--- src/rtl/fb_pkg.sv ---
// shared constants and types for the mono framebuffer display
// raster timing, framebuffer geometry, colours, clear FSM states

package fb_pkg;

    // screen coordinates, signed
    localparam int cordw = 16;
    typedef logic signed [cordw-1:0] coord_t;

    // 640x480 horizontal timing in pixels
    localparam int h_active = 640;
    localparam int h_front  = 16;
    localparam int h_sync   = 96;   // active low
    localparam int h_back   = 48;
    localparam int h_total  = h_active + h_front + h_sync + h_back;  // 800

    // vertical timing in lines
    localparam int v_active = 480;
    localparam int v_front  = 10;
    localparam int v_sync   = 2;    // active low
    localparam int v_back   = 33;
    localparam int v_total  = v_active + v_front + v_sync + v_back;  // 525

    // framebuffer geometry, one bit per pixel
    localparam int fb_width  = 160;
    localparam int fb_height = 120;
    localparam int fb_pixels = fb_width * fb_height;  // 19200
    localparam int fb_addrw  = 15;
    typedef logic [fb_addrw-1:0] fb_addr_t;
    typedef logic [7:0] fb_x_t;  // host x, 0..159 valid
    typedef logic [6:0] fb_y_t;  // host y, 0..119 valid

    // colour, 4 bits per channel, red in top nibble
    localparam int chanw = 4;
    typedef logic [chanw-1:0] chan_t;
    localparam logic [3*chanw-1:0] colr_fg  = 12'hFFF;  // bit set
    localparam logic [3*chanw-1:0] colr_off = 12'h000;  // bit clear
    localparam logic [3*chanw-1:0] colr_bg  = 12'h137;  // outside framebuffer

    // read lead: address register + memory
    localparam int read_lat = 2;

    typedef enum logic {
        clr_idle,
        clr_run
    } clear_state_t;

endpackage
--- src/rtl/display_timing.sv ---
// raster generator for 640x480
// free-running x/y counters, sync decode, data enable, frame pulse

`timescale 1ns/1ps

module display_timing (
    input  logic           clk_pix,
    input  logic           rst_n,
    output fb_pkg::coord_t sx,      // 0..799
    output fb_pkg::coord_t sy,      // 0..524
    output logic           hsync,   // active low
    output logic           vsync,   // active low
    output logic           de,      // active area
    output logic           frame    // one cycle at 0,0
);

    logic last_x;
    logic last_y;

    always_comb begin
        last_x = (sx == fb_pkg::h_total - 1);
        last_y = (sy == fb_pkg::v_total - 1);
    end

    // counters, line wrap then frame wrap
    always_ff @(posedge clk_pix or negedge rst_n) begin
        if (!rst_n) begin
            sx <= '0;
            sy <= '0;
        end else if (last_x) begin
            sx <= '0;
            if (last_y) begin
                sy <= '0;
            end else begin
                sy <= fb_pkg::coord_t'(sy + 1);
            end
        end else begin
            sx <= fb_pkg::coord_t'(sx + 1);
        end
    end

    // sync pulses sit after the front porch
    always_comb begin
        hsync = ~(sx >= fb_pkg::h_active + fb_pkg::h_front &&
                  sx <  fb_pkg::h_active + fb_pkg::h_front + fb_pkg::h_sync);
        vsync = ~(sy >= fb_pkg::v_active + fb_pkg::v_front &&
                  sy <  fb_pkg::v_active + fb_pkg::v_front + fb_pkg::v_sync);
    end

    always_comb begin
        de    = (sx < fb_pkg::h_active) && (sy < fb_pkg::v_active);
        frame = (sx == 0) && (sy == 0);  // first active pixel
    end

endmodule

--- config.mk ---
export PLATFORM = sky130hd
export DESIGN_NAME = display_timing
export DESIGN_NICKNAME = d
export VERILOG_FILES = /design/src/rtl/fb_pkg.sv /design/src/rtl/display_timing.sv
export SDC_FILE = /design/constraint.sdc
export NUM_CORES = 1
export LEC_CHECK = 0
export BUFFER_PORTS_ARGS = -buffer_cell sky130_fd_sc_hd__buf_2
export CAP_MARGIN = 10
export CORE_ASPECT_RATIO = 1.4
export CORE_MARGIN = 4
export CORE_UTILIZATION = 50
export CTS_CLUSTER_SIZE = 20
export DETAILED_ROUTE_END_ITERATION = 8
export GPL_TIMING_DRIVEN = 0
export PLACE_DENSITY = 0.71
export SYNTH_ARGS = -nofsm -noshare
export SYNTH_HDL_FRONTEND = slang
export SYNTH_SLANG_ARGS = --single-unit
--- constraint.sdc ---
create_clock -name clk_pix -period 5.6 [get_ports clk_pix]
set_input_delay 0.28 -clock clk_pix [delete_from_list [all_inputs] [get_ports clk_pix]]
set_output_delay 0.28 -clock clk_pix [all_outputs]
set_load 0.01 [all_outputs]
==> metrics.yaml, run 1 <==
ys_warn_count: 0
crit_buf_inv: 1
dominantRegCellSynth: "dfrtp_1"
drive_gt1_frac: 0.236
placementRows: 26
cts_tree: "yes"
p_leak_nw: 1.04
final.period_utilization: 0.464
clk_pin_slew_ns: 0.07
synth.most_common_cell: "dfrtp_1"
final_nets: 252
maxCapViolations: 0
setup_viol: 0
cts_sinks: 32
fp.dieH_um: 81.0
setup_ws_ns: 3.00
drtAntennaViolNets: 0
postSynthAreaPerCell_um2: 9.47
clk_latency_ns: 0.29
synth_top_area_share: 0.420
gp_congestion: 0.874
critPathArrivalTime_ns: 2.32
async_flop_share: 1.00
path_cells: "nor4_1 -> nand3_1 -> or3_1 -> or3_1 -> buf_2"
seq_area_um2: 801
routed_wl_um: 4660
initial_core_util: 0.518
fin_util: 0.607
stdcell_count: 288
dp_slack_ns: 3.34
postCtsHoldBufs: 0
synth_area_leader_cell: "dfrtp_1"
drt_iter0_markers: 80
avgViaCountPerCell: 6.03
synth_edf_count: 0
finalCriticalPeriod_ns: 2.60
skew_ns: 0.00906
antenna_found_initial: 0
finalPower_mw: 0.422
setup.worst_path.start_class: "flop"
synthCells: 201
hp-class: "in2async"
setup-tns-final_ns: 0
status: "complete, no violations"
areaGrowthSynthToFinish_pct: 17.2
grt_pass1_vias: 1685
io_buffer_count: 37
grt_usage: 0.214
synth_nets: 208
vias: 1738
timing.slew.headroom: 0.519
io_pins: 38
core_area_um2: 3680
seq_area_frac_synth: 0.420
ys_top_cells_by_count: "dfrtp_1, nand3_1, nand4_1"
cp.required_ns: 5.32
rsz0062_at_grt: "false"
power_density_nw_per_um2: 189
cts_resized: 0
synth_cell_type_count: 38
htreeDepth: 2
clk_path_buf_depth: 2
grt_pass1_wl_um: 7890
cts_made_buffers: 5
slowest_stage: "nor4_1"
ctsRootBufferMaster: "clkbuf_8"
hold_viol_final: 0
post_cts_buffers: 0
place_inst: 280
detail_route.wl_per_cell_um: 16.2
hpwl_um: 3350
worstSetupPathType: "reg2out"
fmax_mhz: 385
grt_max_degree: 33
netlist_area_um2: 1900
n_antenna_cell: 0
grt.overflow.total: 0
vdd.ir_drop.worst_v: 0.000203
endpoint_kind: "output port"
yosys-top-cells-area: "dfrtp_1, nand3_1, nand4_1"
worst_slew_pin_slew_ns: 0.722
critPathTopFamily: "simple AND/OR/NAND/NOR gates"
drv_slew: 0
dieArea_um2: 4870
post-route-drc-count: 0
critPathMaxStageDelay_ns: 0.52
multi_input_area_um2: 996
firstDrtPassIters: 4
cp_max_fo: 7
die_x_um: 60.2
ys_seq_elements: 32
worst_path_most_repeated_cell: "or3_1"
final.fill_count: 345
per-stage QoR:
| step | instance area [um^2] | hold slack (ns) |
|---|---|---|
| floorplan | 1900 | -0.0156 |
| global placement | 2140 | 0.377 |
| detailed placement | 2140 | 0.378 |
| CTS | 2230 | 0.0668 |
| global route | 2230 | 0.118 |
| finish | 2230 | 0.0372 |
area by class of cell:
class                   instances  area share
inverters                      11      0.0185
flip-flops and latches         32       0.359
well taps                      42      0.0235
repair buffers                 37      0.0830
multi-input cells             150       0.446
plain buffers                   8      0.0297
clock buffers                   8      0.0404
logic make-up (layout without fill, tap and decap cells):
group                      after synthesis  count (layout)  synth area share
buffers and inverters                   19              64            0.0565
adders and majority gates                5               5            0.0329
and+or+nand+nor                         98              98             0.312
xor gates and xnor gates                15              15            0.0690
muxes                                    7               7            0.0368
DFF                                     32              32             0.421
AOI/OAI and AO/OA                       25              25            0.0723
worst register-to-register path, cell delays in order, from the launching register on:
cell and delay [ns]:
dfrtp_1 0.44, inv_1 0.15, ha_1 0.19, nor4b_1 0.37, nand4_1 0.35, buf_6 0.27, buf_6 0.15, a21oi_1 0.13
mux2i_1 0.09
layer usage:
metal  vias to the layer above  GRT usage  part of all wire  wire length (um)
met4                         0     0.0820             0.017                80
met1                       829      0.267              0.42              1960
met5                         -          0                 0                 0
met3                         8     0.0461             0.063               294
met2                        68      0.356              0.50              2320
li1                        833          -                 -                 -
state kept, by name (all words and copies together) (netlist names):
| register | cells |
|---|---|
| sx | 16 |
| sy | 16 |
power by group:
group | total, mW | internal [mW] | switching (mW)
Combinational | 0.00462 | 0.000251 | 0.00437
Sequential | 0.231 | 0.231 | 0
Clock | 0.186 | 0.100 | 0.0860
Total | 0.422 | 0.332 | 0.0903
path summary, 6_finish.rpt:
check,from,endpoint,slack [ns],cells after the start
max,sy[11]$_DFFE_PN0N_,vsync,3.00,5
min,rst_n,sy[4]$_DFFE_PN0N_,0.04,1
max reg2reg,sy[0]$_DFFE_PN0N_,sy[10]$_DFFE_PN0N_,3.35,8
min reg2reg,sx[14]$_DFF_PN0_,sx[14]$_DFF_PN0_,0.54,1
max in group asynchronous,rst_n,sx[13]$_DFF_PN0_,5.09,1
min in group clk_pix,sx[14]$_DFF_PN0_,sx[14]$_DFF_PN0_,0.54,1
layout by cell type (no fill, tap or decap), types with 2 or more instances in the layout:
cell and n:
and4_1 2, or3_1 5, clkbuf_8 7, nor4b_1 2
o21ai_0 9, or4b_1 4, dfrtp_1 32, nor3_1 4
nand2_1 9, xor2_1 6, and3_1 4, and4_2 2
xnor2_1 9, and2_1 2, ha_1 5, or4_1 2
mux2i_1 7, buf_6 3, buf_2 40, inv_1 11
clkbuf_1 2, a21oi_1 12, nor4_1 5, nand3_1 25
nand4_1 14, nor2_1 9, or3b_1 2
Note: power is estimated with default switching activity, not from simulation.
==> run 2: changes to the inputs <==
==> constraint.sdc (replaced) <==
create_clock -name clk_pix -period 2.4 [get_ports clk_pix]
set_input_delay 0.12 -clock clk_pix [delete_from_list [all_inputs] [get_ports clk_pix]]
set_output_delay 0.12 -clock clk_pix [all_outputs]
set_load 0.01 [all_outputs]
==> metrics.yaml, run 2 (synthesis results as in run 1) <==
slowest_stage: "dfrtp_1"
n_antenna_cell: 0
gp_congestion: 0.874
rsz0062_at_grt: "false"
finalCriticalPeriod_ns: 2.29
detail_route.wl_per_cell_um: 16.2
antenna_found_initial: 0
clk_latency_ns: 0.29
placementRows: 26
critPathArrivalTime_ns: 2.17
drv_slew: 0
grt_pass1_wl_um: 7890
post-route-drc-count: 0
place_inst: 280
ctsRootBufferMaster: "clkbuf_8"
stdcell_count: 289
avgViaCountPerCell: 6.00
grt_max_degree: 33
worstSetupPathType: "reg2out"
setup_ws_ns: 0.115
hp-class: "in2async"
final_nets: 253
vias: 1733
p_leak_nw: 1.04
power_density_nw_per_um2: 436
r2r-start: "sy[0]$_DFFE_PN0N_"
vdd.ir_drop.worst_v: 0.000471
io_buffer_count: 37
grt.overflow.total: 0
cts_tree: "yes"
fin_util: 0.612
endpoint_kind: "output port"
dp_slack_ns: 0.194
path_cells: "nor4_2 -> nand3_1 -> or3_1 -> or3_1 -> buf_2"
setup-tns-final_ns: 0
io_pins: 38
worst_path_most_repeated_cell: "or3_1"
cp.required_ns: 2.28
hold_viol_final: 0
initial_core_util: 0.518
core_area_um2: 3680
routed_wl_um: 4700
hpwl_um: 3350
fp.dieH_um: 81.0
die_x_um: 60.2
areaGrowthSynthToFinish_pct: 18.1
htreeDepth: 2
drt_iter0_markers: 79
final_cell_mix: "buf_2, dfrtp_1, nand3_1, nand4_1, a21oi_1"
post_cts_buffers: 0
skew_ns: 0.00771
fmax_mhz: 438
dieArea_um2: 4870
status: "complete, no violations"
worstSetupStartpoint: "sy[10]$_DFFE_PN0N_"
maxCapViolations: 0
clk_pin_slew_ns: 0.07
setup.worst_path.start_class: "flop"
final_common_cell: "buf_2"
critPathMaxStageDelay_ns: 0.44
cts_made_buffers: 5
cp_max_fo: 5
clk_path_buf_depth: 2
firstDrtPassIters: 4
final.period_utilization: 0.952
grt_usage: 0.214
drive_gt1_frac: 0.239
drtAntennaViolNets: 0
worst_slew_pin_slew_ns: 0.709
reg.largest.list: "sx: 16 flops, sy: 16 flops"
cts_sinks: 32
setup_viol: 0
grt_pass1_vias: 1678
timing.slew.headroom: 0.527
==> run 2: layout make-up <==
| type | count | area [um^2] |
|---|---|---|
| fill | 345 | 1430 |
| multi-input combinational | 150 | 1000 |
| sequential | 32 | 801 |
| timing repair buffer | 38 | 195 |
| clock buffer | 8 | 90.1 |
| buffer | 8 | 66.3 |
| tap | 42 | 52.6 |
| inverter | 11 | 41.3 |
==> run 2: report_power, final <==
part / internal [mW] / switching, mW
sequential: 0.539 / 0
clock: 0.234 / 0.196
combinational: 0.00163 / 0.0102
==> run 2: worst max-delay path, delay by kind of cell, from the launching register on <==
kind	cells	cell delay [ns]
DFF	1	0.44
buffers and inverters	1	0.15
and+or+nand+nor	4	1.30
==> run 2: per-stage QoR <==
stage	cell area (um^2)	hold WS (ns)	power, mW
finish	2250	0.416	0.981
global route	2250	0.506	1.02
CTS	2250	0.444	0.990
detailed placement	2140	0.218	0.561
global placement	2140	0.217	0.561
floorplan	1900	-0.176	0.550
==> run 2: path summary, 6_finish.rpt <==
check                      slack (ns)                  to  cells past startpoint
setup / recovery                 0.11               vsync                      5
hold / removal                   0.42   sy[4]$_DFFE_PN0N_                      2
setup reg to reg                 0.16  sy[10]$_DFFE_PN0N_                      8
hold reg to reg                  0.54    sx[14]$_DFF_PN0_                      1
max in group asynchronous        1.52    sx[15]$_DFF_PN0_                      2
min in group clk_pix             0.54    sx[14]$_DFF_PN0_                      1
==> run 2: routing by layer <==
| layer | GRT usage | share of wire | vias to the layer above |
|---|---|---|---|
| li1 | - | - | 836 |
| met1 | 0.269 | 0.43 | 835 |
| met2 | 0.358 | 0.50 | 55 |
| met3 | 0.0445 | 0.052 | 7 |
| met4 | 0.0776 | 0.014 | 0 |
| met5 | 0 | 0 | - |
==> run 2: repair_timing <==
| item | in CTS | in global routing |
|---|---|---|
| hold endpoints to repair | 32 | 0 |
| gates resized for setup | 1 | 0 |
| hold buffers | 1 | 0 |
| endpoints found under the setup margin | 1 | 0 |
