$ cat config.mk
export PLATFORM = sky130hd
export DESIGN_NAME = fb_clear
export DESIGN_NICKNAME = d
export VERILOG_FILES = /design/src/rtl/fb_pkg.sv /design/src/rtl/fb_clear.sv
export SDC_FILE = /design/constraint.sdc
export NUM_CORES = 1
export LEC_CHECK = 0
export ABC_AREA = 1
export BUFFER_PORTS_ARGS = -buffer_cell sky130_fd_sc_hd__buf_2
export CORE_UTILIZATION = 35
export DETAILED_ROUTE_END_ITERATION = 8
export GPL_TIMING_DRIVEN = 0
export PLACE_DENSITY_LB_ADDON = 0.12
export SETUP_SLACK_MARGIN = 0.02
export SLEW_MARGIN = 5
export SYNTH_ARGS = -nofsm -noshare
export SYNTH_HDL_FRONTEND = slang
export SYNTH_SLANG_ARGS = --single-unit
$ cat constraint.sdc
create_clock -name clk_pix -period 1.3 [get_ports clk_pix]
set_input_delay 0.13 -clock clk_pix [delete_from_list [all_inputs] [get_ports clk_pix]]
set_output_delay 0.13 -clock clk_pix [all_outputs]
set_load 0.01 [all_outputs]
$ cat src/rtl/fb_pkg.sv
// shared constants and types for the mono framebuffer display
// raster timing, framebuffer geometry, colours, clear FSM states

package fb_pkg;

    // screen coordinates, signed
    localparam int cordw = 16;
    typedef logic signed [cordw-1:0] coord_t;

    // 640x480 horizontal timing in pixels
    localparam int h_active = 640;
    localparam int h_front  = 16;
    localparam int h_sync   = 96;   // active low
    localparam int h_back   = 48;
    localparam int h_total  = h_active + h_front + h_sync + h_back;  // 800

    // vertical timing in lines
    localparam int v_active = 480;
    localparam int v_front  = 10;
    localparam int v_sync   = 2;    // active low
    localparam int v_back   = 33;
    localparam int v_total  = v_active + v_front + v_sync + v_back;  // 525

    // framebuffer geometry, one bit per pixel
    localparam int fb_width  = 160;
    localparam int fb_height = 120;
    localparam int fb_pixels = fb_width * fb_height;  // 19200
    localparam int fb_addrw  = 15;
    typedef logic [fb_addrw-1:0] fb_addr_t;
    typedef logic [7:0] fb_x_t;  // host x, 0..159 valid
    typedef logic [6:0] fb_y_t;  // host y, 0..119 valid

    // colour, 4 bits per channel, red in top nibble
    localparam int chanw = 4;
    typedef logic [chanw-1:0] chan_t;
    localparam logic [3*chanw-1:0] colr_fg  = 12'hFFF;  // bit set
    localparam logic [3*chanw-1:0] colr_off = 12'h000;  // bit clear
    localparam logic [3*chanw-1:0] colr_bg  = 12'h137;  // outside framebuffer

    // read lead: address register + memory
    localparam int read_lat = 2;

    typedef enum logic {
        clr_idle,
        clr_run
    } clear_state_t;

endpackage
$ cat src/rtl/fb_clear.sv
// clear engine
// walks every framebuffer address once, writing a latched fill bit

`timescale 1ns/1ps

module fb_clear (
    input  logic             clk_pix,
    input  logic             rst_n,
    input  logic             clear_start,  // pulse
    input  logic             clear_bit,    // sampled with clear_start
    input  logic             clr_grant,    // write port is ours this cycle
    output logic             clr_req,
    output fb_pkg::fb_addr_t clr_addr,
    output logic             clr_bit,
    output logic             clear_busy
);

    fb_pkg::clear_state_t state;
    logic fill;  // value being written
    logic last_addr;

    always_comb last_addr = (clr_addr == fb_pkg::fb_addr_t'(fb_pkg::fb_pixels - 1));

    always_ff @(posedge clk_pix or negedge rst_n) begin
        if (!rst_n) begin
            state    <= fb_pkg::clr_idle;
            clr_addr <= '0;
        end else begin
            case (state)
                fb_pkg::clr_idle: begin
                    if (clear_start) begin
                        state    <= fb_pkg::clr_run;
                        clr_addr <= '0;
                    end
                end
                fb_pkg::clr_run: begin
                    // hold address while host owns the port
                    if (clr_grant) begin
                        if (last_addr) begin
                            state <= fb_pkg::clr_idle;
                        end else begin
                            clr_addr <= clr_addr + 1'b1;
                        end
                    end
                end
                default: state <= fb_pkg::clr_idle;
            endcase
        end
    end

    // fill value only taken when starting from idle
    always_ff @(posedge clk_pix) begin
        if (clear_start && state == fb_pkg::clr_idle) begin
            fill <= clear_bit;
        end
    end

    always_comb begin
        clr_req    = (state == fb_pkg::clr_run);
        clear_busy = (state == fb_pkg::clr_run);  // restart ignored while high
        clr_bit    = fill;
    end

endmodule

==> summary.txt, run 1 <==
Floorplanning
  – Io pins: 23
  – Die area: 3352 µm²
  – Initial Util: between 30% and 40%
  – Core ar.: 2853 µm²
  – DIE WIDTH: approximately 58 µm
  – Row count: 19
  – Chip height: ~58 µm

Run status
  – Failing checks: DRC, setup timing
  – Outcome: finished with violations

Route
  – Detailed Routing Iterations Pass 1: 7
  – Vias per cell: ~5
  – Routed length per instance: roughly 12 µm
  – DRT iter0 DRCs: 34
  – Total Wirelength: between 2000 and 3000 µm
  – ANT nets after route: 0
  – # DRC: 2
  – DR vias: 1077

Clock network
  – CTS Buf Count: 3
  – CTS root buf: clkbuf_4
  – Clock Path Buffers: 2
  – TritonCTS clock tree: done
  – H-Tree Depth: 1
  – CTS clk-pin slew, worst paths: 0.10 ns
  – Clock sinks: 17
  – Worst-Skew Late Latency: ~0.30 ns

Critical path
  – CP top delay family: simple AND/OR/NAND/NOR gates
  – CP Class: reg -> reg
  – CP Data Required Time: between 1.5 and 2 ns
  – Critical Path, Cell by Cell: ha_4 > nand2_4 > nor2_4 > nand2_2 > inv_2 > nand2_4 > nand2_4 > buf_6 > nand2_2 > o21ai_2
  – WP buf/inv: 2
  – Worst-path maximum fanout: 5
  – Worst Setup End Kind: flip-flop
  – Biggest cell delay along the critical path: about 0.4 ns
  – Most used cell, CP: nand2_4
  – CP max-delay cell: dfrtp_1
  – R2R Setup Slk: -0.08 ns
  – Worst path arrival time: about 1.6 ns
  – Startpoint types: flip-flop

Run
  – Max_cap viols: 0

Cells and area
  – Net count of the finished layout: between 150 and 200
  – Share of layout cells above drive strength 1: ~47%
  – Commonest non-fill, non-tap cell in the layout: nand2_1
  – Area growth, synth to finish: 35.13%
  – Commonest cells after routing, fill and taps aside: nand2_1, buf_2, nand2_2
  – # diodes: 0
  – Final core occ: 51.80%

GRT
  – GR Util All Layers: between 10% and 20%
  – Vias in the first global route: roughly 1000
  – Grt ovf: 0
  – Initial antenna violation count: 0
  – Global-route wire length before repair: about 4700 µm
  – Largest net degree at the start of global routing: 17

Place
  – Post-DP HPWL: 1799 µm
  – Placer Congestion: a little over 0.8
  – PortBufs: 22

Synthesis
  – Syn Inst Count: 150
  – Synth unique cells: 21
  – Syn_nets: approximately 160
  – Area contributors post-synth: dfrtp_1, nand2_1, nand3_1, nor2_1, inv_1
  – Syn Area/Cell: about 7.3 µm²
  – Mapped Area: between 1000 and 1500 µm²
  – Post-synth top area share: between 30% and 40%
  – Register area share after synthesis: between 30% and 40%
  – Yosys top cell by area: dfrtp_1
  – Synth warn: 0
  – #FFs+latches synth: 17

Timing
  – Final Hold Viols: 0
  – RSZ-0062 raised after global routing: yes
  – Tightest Pin Transition: between 0.3 and 0.4 ns
  – Fmax: 723.1 MHz
  – Max-slew violation count: 0
  – Final setup margin: -0.08297 ns
  – Setup violators final: 15
  – Hold WS: 0.08094 ns
  – Clk_skew: 0.001693 ns
  – Final critical-path share of the clock period: 106.4%
  – Worst slew margin: around 75%
  – Min Tclk post-route: approximately 1.4 ns

Pwr
  – Max VDD drop: roughly 0.65 mV
  – Pwr/cell area: ~1000 nW/µm²
  – Static Leakage: between 0.7 and 0.8 nW

Hold path
  – Type of the most critical hold path: in -> reg
[worst paths after layout]
kind,start,to,depth (start not counted)
max in group asynchronous,rst_n,clr_addr[7],2
worst max register to register,clr_addr[1],clr_addr[0],10
worst min register to register,clr_addr[4],clr_addr[4],2
min in group asynchronous,rst_n,clr_addr[3],2
worst min-delay path,clr_grant,clear_busy,4
worst max-delay path,clr_addr[1],clr_addr[0],10
[where the power goes]
group | internal (mW) | leakage, nW | switching, mW | total [mW]
Combinational | 0.224 | 0.489 | 0.238 | 0.462
Sequential | 0.606 | 0.210 | 0.111 | 0.717
Clock | 0.115 | 0.0177 | 0.180 | 0.294
[final cells by class]
class | count | area [µm²]
Buffer | 3 | 30.03
Clock buffer | 3 | 22.52
Clock inverter | 1 | 5.005
Fill cell | 280 | 1375
Inverter | 17 | 63.81
Multi-Input combinational cell | 113 | 671.9
Sequential cell | 17 | 439.2
Tap cell | 31 | 38.79
Timing Repair Buffer | 32 | 206.4
[worst reg2reg max path: stages (launching register included)]
cell and delay [ns]:
dfrtp_1 0.41, ha_4 0.17, nand2_4 0.05, nor2_4 0.11, nand2_2 0.08, inv_2 0.08, nand2_4 0.07, nand2_4 0.10
buf_6 0.14, nand2_2 0.05, o21ai_2 0.04
[repair_timing]
item                       4_1_cts  5_1_grt
gates cloned                     1        0
gates resized for setup         14       24
setup buffers                    7        0
pin swaps                        3        6
hold buffers                     2        0
setup endpoints to repair       16       16
hold endpoints to repair        17        0
[cells in the mapped netlist]
cell type	count
o21ai_0	1
nand3_2	1
edfxtp_1	1
nor2_2	1
nand4_1	6
xor2_1	4
o21ai_2	4
inv_1	12
dfrtp_1	16
nor2_4	2
xnor2_1	3
ha_1	1
o21ai_1	7
nor2_1	14
nand2_1	50
nand2_4	1
nand3_1	13
nand2_2	5
inv_2	5
buf_6	1
buf_4	2
[sequential cells by signal (all words and copies together), names as in the netlist]
register	cells
clr_addr	15
clear_busy	1
clr_bit	1
[logic make-up (layout without fill, tap and decap cells)]
| family | after synthesis | in the layout | share of synthesized area [%] |
|---|---|---|---|
| buffers and inverters | 20 | 56 | 8.237 |
| XOR/XNOR | 7 | 7 | 5.607 |
| AND/OR/NAND/NOR | 93 | 93 | 38.79 |
| AO/OA/AOI/OAI | 12 | 12 | 6.864 |
| adder cells (fa/ha/maj) | 1 | 1 | 1.144 |
| flip-flops | 17 | 17 | 39.36 |
[per-layer routing]
metal  global-route usage [%]  routed length [µm]
met1                    23.63                1189
met2                    32.51                1319
met3                    4.688                 122
met4                    5.102                  30
met5                        0                   0
[per-stage QoR]
stage	area, µm²	total power, mW	setup slack (ns)	instances	setup TNS, ns
floorplan	1097	0.9200	-0.1293	150	-1.631
detailed placement	1246	1.045	-0.2680	203	-3.549
global route	1478	1.584	-0.1879	217	-2.696
global placement	1246	1.038	-0.2227	203	-3.125
finish	1478	1.473	-0.08297	217	-1.121
CTS	1415	1.448	-0.08878	217	-1.182
(Power assumes the default switching activity.)
==> run 2: changes to the inputs <==
BUFFER_PORTS_ARGS = -buffer_cell sky130_fd_sc_hd__buf_4   (was -buffer_cell sky130_fd_sc_hd__buf_2)
SKIP_LAST_GASP = 1   (was unset)
==> run 2 against run 1 <==
The flow still finishes with violations (DRC, setup timing). Largest power group unchanged. Utilization increased by 2.7 points. Non-clock buffer count increased by 3. Clock skew increased by 0.011 ns. Cell area increased by 5.2%. Flip-flop and latch count unchanged. Via count increased by 3.3%. Critical endpoint is now clr_addr[8]. Setup slack got worse by 0.0025 ns. Clock power increased by 2%. Critical path depth unchanged. Sequential power increased by 0.7%. Die area unchanged. Register-to-register slack about the same.
==> summary.txt, run 2 (same netlist as run 1, synthesis figures left out) <==
Clock network
  – Clock sinks: 17
  – CTS Buf Count: 3
  – CTS clk-pin slew, worst paths: between 0.1 and 0.15 ns
  – Worst-Skew Late Latency: 0.30 ns
  – CTS root buf: clkbuf_4
  – TritonCTS clock tree: done
  – H-Tree Depth: 1
  – Clock Path Buffers: 2

Floorplanning
  – Row count: 19
  – DIE WIDTH: 57.90 µm
  – Die area: between 3000 and 4000 µm²
  – Io pins: 23
  – Initial Util: 38.33%
  – Core ar.: between 2000 and 3000 µm²
  – Chip height: approximately 58 µm

Timing
  – Min Tclk post-route: 1.386 ns
  – Worst slew margin: 83.39%
  – Final setup margin: -0.08552 ns
  – Final critical-path share of the clock period: 106.6%
  – RSZ-0062 raised after global routing: yes
  – Max-slew violation count: 0
  – Setup violators final: 15
  – Final Hold Viols: 0
  – Tightest Pin Transition: approximately 0.25 ns
  – Fmax: roughly 720 MHz
  – Clk_skew: ~0.012 ns
  – Hold WS: about 0.085 ns

Critical path
  – CP max-delay cell: dfrtp_1
  – CP Class: reg -> reg
  – Most used cell, CP: nand2_4
  – WP buf/inv: 2
  – Startpoint types: flip-flop
  – Worst Setup End Kind: flip-flop
  – Biggest cell delay along the critical path: slightly above 0.4 ns
  – Worst path arrival time: around 1.6 ns
  – CP Data Required Time: 1.52 ns
  – Critical Path, Cell by Cell: ha_4 > nand2_4 > nor2_4 > nand2_2 > inv_2 > nand2_4 > nand2_4 > buf_12 > nand2_2 > o21ai_1
  – Worst-path maximum fanout: 6
  – CP top delay family: simple AND/OR/NAND/NOR gates

Route
  – Vias per cell: 5.059
  – DR vias: ~1100
  – Total Wirelength: around 2700 µm
  – Routed length per instance: approximately 12 µm
  – ANT nets after route: 0
  – DRT iter0 DRCs: roughly 40
  – Detailed Routing Iterations Pass 1: 6
  – # DRC: 2

Hold path
  – Type of the most critical hold path: in -> reg

Cells and area
  – # diodes: 0
  – Commonest cells after routing, fill and taps aside: nand2_1, buf_4, nand2_2, nand3_1, inv_1
  – Area growth, synth to finish: 42.22%
  – Number of flip-flops in the largest register: 15
  – Share of layout cells above drive strength 1: a little under half
  – Commonest non-fill, non-tap cell in the layout: nand2_1
  – Net count of the finished layout: approximately 200
  – Final Instance Area: 1555 µm²
  – Largest register by flop count: clr_addr
  – Final std cells w/o fill: 220

GRT
  – Initial antenna violation count: 0
  – Grt met1 use: 25.67%
  – Met3 Track Usage GR: between 2 and 2.5%
  – Vias in the first global route: ~1100
  – Grt ovf: 0
  – Largest net degree at the start of global routing: 17
  – Routing usage on met2: roughly a third
  – GR Util All Layers: around a fifth
  – Global-route wire length before repair: just under 5000 µm
  – GRT Max-Usage Layer: met2

Place
  – PortBufs: 22
  – DP Area: between 1000 and 1500 µm²
  – Placer Congestion: around 0.83
  – Dpl cells: slightly above 200
  – Post-DP HPWL: 1820 µm

Run status
  – Outcome: finished with violations
  – Failing checks: DRC, setup timing

Pwr
  – Static Leakage: approximately 0.75 nW
  – Max VDD drop: approximately 0.76 mV
  – Pwr/cell area: slightly below 1000 nW/µm²

Run
  – Max_cap viols: 0
## run 2: repair_timing
item | CTS | global route
hold buffers | 2 | 0
pin swaps | 3 | 3
gates resized for setup | 14 | 23
setup endpoints to repair | 16 | 16
buffers inserted | 7 | 3
endpoints found under the hold margin | 17 | 0
gates cloned | 1 | 0
## run 2: worst min-delay path, cell delays in order
cell     delay [ns]
buf_4          0.09
nand2_1        0.04
nand2_1        0.06
inv_1          0.03
## run 2: cell type report
cell class | count | area (µm²)
fill | 287 | 1297
multi-input combinational | 113 | 671.9
sequential | 17 | 439.2
timing repair buffer | 35 | 284.0
inverter | 17 | 63.81
tap | 31 | 38.79
buffer | 3 | 30.03
clock buffer | 3 | 22.52
clock inverter | 1 | 5.005
## run 2: power breakdown
group | switching (mW) | total (mW) | internal (mW) | leakage (nW)
Combinational | 0.235 | 0.497 | 0.262 | 0.517
Sequential | 0.116 | 0.722 | 0.606 | 0.210
Clock | 0.184 | 0.299 | 0.115 | 0.0177
Total | 0.535 | 1.52 | 0.982 | 0.745
## run 2: final timing paths
check                            start          end  slack (ns)  cells after the start
max in group asynchronous        rst_n  clr_addr[8]        0.87                      2
min in group asynchronous        rst_n  clr_addr[6]        0.21                      2
min reg2reg                clr_addr[5]  clr_addr[5]        0.57                      2
max                        clr_addr[1]  clr_addr[8]       -0.09                     10
max reg2reg                clr_addr[1]  clr_addr[8]       -0.09                     10
min                          clr_grant   clear_busy        0.08                      4
## run 2: routing by layer
| metal | vias up | part of all wire (%) |
|---|---|---|
| li1 | 557 | - |
| met1 | 525 | 47 |
| met2 | 25 | 47 |
| met3 | 6 | 4.0 |
| met4 | 0 | 1.7 |
| met5 | - | 0 |
## run 2: metrics by stage
step	setup slack (ns)	power, mW	TNS [ns]	utilization (%)
detailed placement	-0.2712	1.086	-3.475	45.61
CTS	-0.09181	1.487	-1.240	51.58
floorplan	-0.1293	0.9200	-1.631	-
global placement	-0.2343	1.080	-3.317	45.61
global route	-0.1696	1.625	-2.454	54.52
finish	-0.08552	1.518	-0.9654	54.52
