$ cat config.mk
export PLATFORM = sky130hd
export DESIGN_NAME = fb_write_arb
export DESIGN_NICKNAME = d
export VERILOG_FILES = /design/src/rtl/fb_pkg.sv /design/src/rtl/fb_write_arb.sv
export SDC_FILE = /design/constraint.sdc
export NUM_CORES = 1
export LEC_CHECK = 0
export BUFFER_PORTS_ARGS = -buffer_cell sky130_fd_sc_hd__buf_2
export CORE_MARGIN = 5
export CORE_UTILIZATION = 41
export CTS_CLUSTER_SIZE = 40
export DETAILED_ROUTE_END_ITERATION = 8
export GPL_TIMING_DRIVEN = 0
export HOLD_SLACK_MARGIN = 0.06
export PLACE_DENSITY = 0.78
export SLEW_MARGIN = 20
export SYNTH_ARGS = -nofsm -noshare
export SYNTH_HDL_FRONTEND = slang
export SYNTH_SLANG_ARGS = --single-unit
$ cat constraint.sdc
create_clock -name clk_pix -period 2.9 [get_ports clk_pix]
set_clock_uncertainty 0.1 [all_clocks]
set_input_delay 0.29 -clock clk_pix [delete_from_list [all_inputs] [get_ports clk_pix]]
set_output_delay 0.29 -clock clk_pix [all_outputs]
set_load 0.005 [all_outputs]
$ cat src/rtl/fb_pkg.sv
// shared constants and types for the mono framebuffer display
// raster timing, framebuffer geometry, colours, clear FSM states

package fb_pkg;

    // screen coordinates, signed
    localparam int cordw = 16;
    typedef logic signed [cordw-1:0] coord_t;

    // 640x480 horizontal timing in pixels
    localparam int h_active = 640;
    localparam int h_front  = 16;
    localparam int h_sync   = 96;   // active low
    localparam int h_back   = 48;
    localparam int h_total  = h_active + h_front + h_sync + h_back;  // 800

    // vertical timing in lines
    localparam int v_active = 480;
    localparam int v_front  = 10;
    localparam int v_sync   = 2;    // active low
    localparam int v_back   = 33;
    localparam int v_total  = v_active + v_front + v_sync + v_back;  // 525

    // framebuffer geometry, one bit per pixel
    localparam int fb_width  = 160;
    localparam int fb_height = 120;
    localparam int fb_pixels = fb_width * fb_height;  // 19200
    localparam int fb_addrw  = 15;
    typedef logic [fb_addrw-1:0] fb_addr_t;
    typedef logic [7:0] fb_x_t;  // host x, 0..159 valid
    typedef logic [6:0] fb_y_t;  // host y, 0..119 valid

    // colour, 4 bits per channel, red in top nibble
    localparam int chanw = 4;
    typedef logic [chanw-1:0] chan_t;
    localparam logic [3*chanw-1:0] colr_fg  = 12'hFFF;  // bit set
    localparam logic [3*chanw-1:0] colr_off = 12'h000;  // bit clear
    localparam logic [3*chanw-1:0] colr_bg  = 12'h137;  // outside framebuffer

    // read lead: address register + memory
    localparam int read_lat = 2;

    typedef enum logic {
        clr_idle,
        clr_run
    } clear_state_t;

endpackage
$ cat src/rtl/fb_write_arb.sv
// write-port arbiter, host over clear engine
// range check and x,y to linear address for host writes

`timescale 1ns/1ps

module fb_write_arb (
    input  logic             clk_pix,
    input  logic             rst_n,
    input  logic             wr_en,      // host strobe
    input  fb_pkg::fb_x_t    wr_x,
    input  fb_pkg::fb_y_t    wr_y,
    input  logic             wr_bit,
    input  logic             clr_req,
    input  fb_pkg::fb_addr_t clr_addr,
    input  logic             clr_bit,
    output logic             clr_grant,
    output logic             we,
    output fb_pkg::fb_addr_t wr_addr,
    output logic             wr_data
);

    logic             live;       // port open once out of reset
    logic             in_range;
    logic             host_ok;
    fb_pkg::fb_addr_t host_addr;

    // keeps stray host strobes away from the memory until reset has gone
    always_ff @(posedge clk_pix or negedge rst_n) begin
        if (!rst_n) begin
            live <= 1'b0;
        end else begin
            live <= 1'b1;
        end
    end

    always_comb begin
        in_range  = (wr_x < fb_pkg::fb_width) && (wr_y < fb_pkg::fb_height);
        host_ok   = live && wr_en && in_range;  // out of range just dropped
        // y*160 + x, fits 15 bits
        host_addr = fb_pkg::fb_addr_t'(wr_y) * fb_pkg::fb_addr_t'(fb_pkg::fb_width)
                  + fb_pkg::fb_addr_t'(wr_x);
    end

    // fixed priority, clear waits a cycle per host write
    always_comb begin
        clr_grant = live && clr_req && !host_ok;
        we        = host_ok || clr_grant;
        wr_addr   = host_ok ? host_addr : clr_addr;
        wr_data   = host_ok ? wr_bit : clr_bit;
    end

endmodule

==> impl_metrics.tcl, run 1 <==
set metrics [dict create \
    drive_gt1_share_pct 46.5 \
    cts.clk_slew.worst_paths_ns 0 \
    hold_path_class "in -> async" \
    firstDrtPassIters 4 \
    regArea_sq_um 25.0 \
    synthMuxAreaShare_pct 0 \
    ys_warn_count 0 \
    routed_wl_um 2200 \
    largest_reg_flops 1 \
    cpMostUsedCell "buf_2" \
    grt_pass1_wl_um 3330 \
    grt_pass1_vias 810 \
    finalHoldViolations 0 \
    finalSetupViolCount 0 \
    synth_fa_ha_area_share_pct 27.0 \
    diodes 0 \
    hold_slack_ns 0.523 \
    die_x_um 52.8 \
    final_area_sq_um 1090 \
    areaGrowthSynthToFinish_pct 45.3 \
    synth-compound-area-share_pct 16.0 \
    synth_xor_xnor_area_share_pct 16.8 \
    fillCellCount 157 \
    p_per_area_nw_per_um2 220 \
    crit_buf_inv 3 \
    initial_core_util_pct 43.5 \
    top_register "live" \
    yosysTopAreaCell "ha_1" \
    crit_chain "buf_2 -> ha_1 -> ha_2 -> inv_1 -> fa_2 -> or3b_4 -> nand3b_4 -> xor2_1 -> o21ai_1 -> buf_2" \
    synth.area.top_cells "ha_1, nand2_1, xnor2_2, fa_1, o21ai_1" \
    startpoint_type "input port" \
    setup.worst_path.end_class "output port" \
    period_share_pct 96.6 \
    core-area_sq_um 1730 \
    outcome "completed" \
    syn-cell-area_sq_um 751 \
    syn-mean-instance-area_sq_um 7.36 \
    place_congestion 0.731 \
    rows 15 \
    grt-ovfl-total 0 \
    p_leak_uw 0.000631 \
    io-pin-count 54 \
    drc 0 \
    cp_data_required_time_ns 2.51 \
    largest_registers "live: 1 flops" \
    synth_edf_count 0 \
    max_freq_mhz 357 \
    dpl.cell_count 180 \
    synthArstFlopShare_pct 100 \
    drv_slew 0 \
    ant_nets 0 \
    min_period_ns 2.80 \
    antenna_found_initial 0 \
    synth_top_family_by_area "simple AND/OR/NAND/NOR gates" \
    netlist.area_leader.share_pct 21.7 \
    fp.dieH_um 52.8 \
    path_max_fanout 3 \
    multi_input_area_sq_um 703 \
    peakVddDrop_v 0.000115 \
    fin_cells 182 \
    synth_seq_area_share_pct 3.33 \
    wl_per_cell_um 12.1 \
    viasPerCell 4.64 \
    critPathKind "in -> out" \
    syn_inst 102 \
    cap_violations 0 \
    dr_total_vias 844 \
    grt_usage_pct 14.9 \
    crit_path_max_incr_delay_ns 0.47 \
    dieArea_sq_um 2790 \
    cp_top_family "adder cells" \
    nets 210 \
    drtIter0Drc 4 \
    ys_types 34 \
    post-route-util_pct 63.2 \
    io_buffers 53 \
    crit_arrival_ns 2.41 \
    grt_max_degree 11 \
    place_area_sq_um 1050 \
    syn_nets 153 \
    cp_slowest_cell "fa_2" \
    ys_ff_latch 1 \
    place_hpwl_um 1860 \
    grt_setup_unrepaired "false" \
    synthFlopType "dfrtp_1" \
    synth-simple-area-share_pct 29.8 \
]
## where the power goes
part	internal, uW	total (uW)	switching [uW]
clock	0	0	0
sequential	14.9	15.5	0.575
combinational	113	224	111
total	128	240	112
## final cells by class
cell class                      instances  area share, %
Buffer                                  2           2.06
Inverter                                7           2.41
Multi-Input combinational cell         92           64.4
Sequential cell                         1           2.29
Tap cell                               25           2.87
Timing Repair Buffer                   55           25.9
## worst paths after layout
| check | start | to | slack (ns) | depth (start not counted) |
|---|---|---|---|---|
| max in group asynchronous | rst_n | live | 2.09 | 2 |
| worst max-delay path | wr_y[1] | wr_addr[13] | 0.1 | 10 |
| worst min-delay path | rst_n | live | 0.52 | 2 |
| min in group clk_pix | wr_x[0] | wr_addr[0] | 0.73 | 4 |
## per-stage QoR
step                power [uW]  setup TNS (ns)  worst slack [ns]
floorplan                  155               0             0.276
global placement           217         -0.0208           -0.0208
detailed placement         223         -0.0732           -0.0732
CTS                        232               0            0.0247
global route               266               0          0.000560
finish                     240               0            0.0980
## routing by layer
| metal | vias up | share of wire (%) | track usage (%) |
|---|---|---|---|
| met5 | - | 0 | 0 |
| met4 | 0 | 0 | 0 |
| met3 | 0 | 12 | 2.28 |
| met2 | 42 | 48 | 30.2 |
| met1 | 348 | 39 | 17.0 |
| li1 | 454 | - | - |
## cell usage in the layout (no fill, tap or decap), drive strengths merged
cell / n
nand3: 1
fa: 2
or3b: 1
nand4: 2
nand2b: 1
nor2: 5
a21o: 1
xnor2: 6
and3: 1
buf: 56
nor3b: 1
and2b: 1
conb: 1
o21ai: 12
xor2: 5
nor2b: 1
dlygate4sd3: 1
nand2: 31
a31oi: 1
o21bai: 1
ha: 13
inv: 7
a211oi: 1
dfrtp: 1
nand3b: 1
o2bb2ai: 1
a21oi: 2
## repair_timing
action                     CTS  global route
hold buffers                 1             0
setup buffers                1             0
gates resized for setup      2             4
setup endpoints to repair    1             3
pin swaps                    1             4
gates cloned                 0             0
hold endpoints to repair     1             0
## synth_stat cells (2+ instances only)
master	number
xor2_1	4
o21ai_0	4
nand2_1	31
nor2_1	4
fa_1	2
xnor2_1	3
inv_1	6
buf_6	2
xnor2_2	3
o21ai_1	7
ha_1	13
## cells by family (layout without fill, tap and decap cells)
family | Yosys count | count (layout)
AND/OR/NAND/NOR | 46 | 46
AO/OA/AOI/OAI | 19 | 19
adder cells (fa/ha/maj) | 15 | 15
XOR/XNOR | 11 | 11
buffers and inverters | 9 | 64
other | 1 | 1
flip-flops | 1 | 1
Power figures use the tool's default switching activity.
==> run 2: changes to the inputs <==
CORE_MARGIN = unset   (was 5)
==> run 2 against run 1 <==
Against the previous run:
- cell area down 1.1%
- worst setup slack better by 0.012 ns
- utilization down 0.72 points
- routed wire length down 16%
- worst hold slack worse by 0.012 ns
- sequential share of layout area about the same
- via count up 2.4%
- critical path depth up 1
- maximum frequency up 0.43%
- critical endpoint unchanged
- largest power group unchanged
==> impl_metrics.tcl, run 2 (synthesized netlist as in run 1, its figures left out) <==
set metrics [dict create \
    outcome "completed" \
    p_leak_uw 0.000620 \
    dp_slack_ns -0.0721 \
    io-pin-count 54 \
    diodes 0 \
    fillCellCount 173 \
    setup.worst_path.end_class "output port" \
    peakVddDrop_v 0.000141 \
    hold_slack_ns 0.511 \
    finalHoldViolations 0 \
    die_x_um 44.8 \
    hold_path_class "in -> async" \
    cts.clk_slew.worst_paths_ns 0 \
    crit_chain "buf_2 -> ha_1 -> ha_2 -> inv_1 -> fa_2 -> xnor2_2 -> or3b_4 -> nand3b_4 -> xor2_1 -> o21ai_1 -> buf_2" \
    drtIter0Drc 9 \
    grt_pass1_vias 778 \
    grt_pass1_wl_um 2860 \
    most-common-layout-cells "buf_2, nand2_1, ha_1" \
    io_buffers 53 \
    drv_slew 0 \
    grt_usage_pct 18.0 \
    min_period_ns 2.79 \
    firstDrtPassIters 4 \
    grt-ovfl-total 0 \
    viasPerCell 4.75 \
    cap_violations 0 \
    cpMostUsedCell "buf_2" \
    period_share_pct 96.2 \
    drive_gt1_share_pct 45.2 \
    cp.depth 11 \
    max_freq_mhz 358 \
    dieArea_sq_um 2010 \
    dpl.cell_count 180 \
    crit_buf_inv 3 \
    finalSetupViolCount 0 \
    cp_slowest_cell "or3b_4" \
    cp_top_family "adder cells" \
    fp.dieH_um 44.8 \
    place_congestion 0.756 \
    rows 15 \
    startpoint_type "input port" \
    initial_core_util_pct 43.5 \
    largest_reg_flops 1 \
    critPathKind "in -> out" \
    drc 0 \
    grt_max_degree 11 \
    path_max_fanout 3 \
    p_per_area_nw_per_um2 217 \
    final_common_cell "buf_2" \
    top_register "live" \
    fin_cells 182 \
    largest_registers "live: 1 flops" \
    layout_setup_ws_ns 0.110 \
    final.setup.tns_ns 0 \
    place_hpwl_um 1610 \
    wl_per_cell_um 10.1 \
    grt_setup_unrepaired "false" \
    core-area_sq_um 1730 \
    ant_nets 0 \
    dr_total_vias 864 \
    areaGrowthSynthToFinish_pct 43.7 \
    cp_data_required_time_ns 2.51 \
    crit_arrival_ns 2.40 \
    routed_wl_um 1840 \
    antenna_found_initial 0 \
    crit_path_max_incr_delay_ns 0.41 \
    nets 210 \
]
[run 2: final timing paths]
kind	startpoint	endpoint	slack, ns
max in group asynchronous	rst_n	live	2.10
max	wr_y[3]	wr_addr[13]	0.11
min	rst_n	live	0.51
min in group clk_pix	wr_x[0]	wr_addr[0]	0.73
[run 2: where the power goes]
group          switching [uW]  total [uW]  internal (uW)
Sequential              0.608        15.5           14.9
Combinational             107         218            112
Clock                       0           0              0
Total                     107         234            127
[run 2: timing repair]
item,in CTS,in global routing
hold buffers,1,0
gates resized for setup,2,2
setup buffers,1,0
endpoints found under the hold margin,1,0
pin swaps,1,3
setup endpoints to repair,1,3
[run 2: per-stage QoR]
stage / total power, uW / util, % / area, sq um
2_1_floorplan: 155 / - / 751
3_3_place_gp: 216 / 60.7 / 1050
3_5_place_dp: 222 / 60.7 / 1050
4_1_cts: 232 / 62.0 / 1070
5_1_grt: 259 / 62.5 / 1080
6_report: 234 / 62.5 / 1080
[run 2: area by class of cell]
type / count / area [sq um] / area share (%)
Buffer: 2 / 22.5 / 2.09
Inverter: 7 / 26.3 / 2.44
Multi-Input combinational cell: 92 / 691 / 64.0
Sequential cell: 1 / 25.0 / 2.32
Tap cell: 25 / 31.3 / 2.90
Timing Repair Buffer: 55 / 283 / 26.2
[run 2: layer usage]
metal / up-vias / track usage [%] / wire length [um]
met5: - / 0 / 0
met4: 0 / 2.42 / 0
met2: 35 / 38.2 / 905
li1: 452 / - / -
met3: 0 / 0.800 / 130
met1: 377 / 19.5 / 801
==> run 3: changes to the inputs <==
BUFFER_PORTS_ARGS = unset   (was -buffer_cell sky130_fd_sc_hd__buf_2)
CORE_AREA = 2 2 39 41   (was unset)
CORE_UTILIZATION = unset   (was 41)
DIE_AREA = 0 0 41 43   (was unset)
DONT_BUFFER_PORTS = 1   (was unset)
PLACE_DENSITY = 0.69   (was 0.78)
==> run 3 against run 2 <==
Against the previous run:
- routed wire length is 17% lower
- sequential power about the same
- cell count decreased by 35%
- first-iteration DRC count is 44% lower
- worst hold slack worse by 0.091 ns
- cell area fell by 28%
- combinational power is 26% lower
- via count down 24%
- global-route usage grew 0.18 points
- power is 24% lower
- worst setup slack improved by 0.060 ns
- flip-flop and latch count did not move
- largest power group unchanged
==> impl_metrics.tcl, run 3 (synthesized netlist as in run 1, its figures left out) <==
set metrics [dict create \
    finalSetupViolCount 0 \
    maxUsedRoutingLayer "met3" \
    nets 156 \
    post-route-util_pct 56.4 \
    grt_setup_unrepaired "false" \
    hold_path_class "in -> async" \
    fillCellCount 150 \
    route.met3.wl_um 139 \
    multi_input_area_sq_um 677 \
    place_hpwl_um 1380 \
    max_freq_mhz 366 \
    finalHoldViolations 0 \
    route.met2.wl_um 765 \
    cap_violations 0 \
    dpl.cell_count 118 \
    largest_reg_flops 1 \
    outcome "completed" \
    period_share_pct 94.1 \
    p_per_area_nw_per_um2 227 \
    wl_per_cell_um 12.8 \
    grt_max_degree 11 \
    grt_pass1_vias 608 \
    drv_slew 0 \
    dieArea_sq_um 1760 \
    place_congestion 0.776 \
    cts_setup_buffers 0 \
    diodes 0 \
    initial_core_util_pct 54.2 \
    rows 14 \
    critPathKind "in -> out" \
    drc 0 \
    top_register "live" \
    ant_nets 0 \
    largest_registers "live: 1 flops" \
    routed_wl_um 1530 \
    most-common-layout-cells "nand2_1, ha_1, o21ai_1" \
    areaGrowthSynthToFinish_pct 4.00 \
    firstDrtPassIters 4 \
    drtIter0Drc 5 \
    grt_pass1_wl_um 2340 \
    startpoint_type "input port" \
    die_x_um 41 \
    min_period_ns 2.73 \
    peakVddDrop_v 0.0000807 \
    grt_usage_pct 18.2 \
    io-pin-count 54 \
    wl_met1_um 621 \
    path_max_fanout 3 \
    final.setup.tns_ns 0 \
    grt-ovfl-total 0 \
    fp.dieH_um 43 \
    cp_data_required_time_ns 2.51 \
    p_total_uw 177 \
    setup.worst_path.end_class "output port" \
    crit_arrival_ns 2.34 \
    final_common_cell "nand2_1" \
    viasPerCell 5.54 \
    p_leak_uw 0.000404 \
    hold_slack_ns 0.420 \
    cts.clk_slew.worst_paths_ns 0 \
    regArea_sq_um 25.0 \
    antenna_found_initial 0 \
    core-area_sq_um 1380 \
    dr_total_vias 659 \
    io_buffers 0 \
    fin_cells 119 \
    drive_gt1_share_pct 12.6 \
]
==> run 3: final timing paths <==
check	startpoint	endpoint	slack (ns)	cells past startpoint
worst max-delay path	wr_y[1]	wr_addr[13]	0.17	9
worst min-delay path	rst_n	live	0.42	1
max in group asynchronous	rst_n	live	2.17	1
min in group clk_pix	wr_x[1]	wr_addr[1]	0.57	2
==> run 3: report_power, final <==
part	leakage, uW	total [uW]	switching, uW	internal (uW)
logic	0.000393	161	87.7	73.6
registers	0.0000117	15.6	0.650	14.9
clock network	0	0	0	0
==> run 3: cell type report <==
cell class	instances	area share [%]
Tap cell	16	2.56
Multi-Input combinational cell	92	86.7
Sequential cell	1	3.21
Inverter	7	3.37
Timing Repair Buffer	1	1.28
Buffer	2	2.88
==> run 3: critical path, cell delays in order <==
cell      delay [ns]
ha_1            0.26
ha_1            0.18
inv_1           0.07
fa_1            0.47
xnor2_2         0.18
or3b_1          0.40
nand3b_4        0.17
xor2_1          0.14
o21ai_1         0.15
==> run 3: what timing repair did <==
action	CTS	global route
hold buffers	1	0
endpoints found under the hold margin	1	0
resized for setup	0	0
==> run 3: metrics by stage <==
step / area [sq um] / worst slack [ns]
detailed placement: 771 / 0.152
global placement: 771 / 0.181
CTS: 781 / 0.155
floorplan: 751 / 0.276
finish: 781 / 0.170
global route: 781 / 0.0401
==> run 3: layer usage <==
| layer | vias up | global-route usage (%) |
|---|---|---|
| li1 | 343 | - |
| met1 | 282 | 20.3 |
| met2 | 34 | 35.6 |
| met3 | 0 | 2.09 |
| met4 | 0 | 0 |
| met5 | - | 0 |
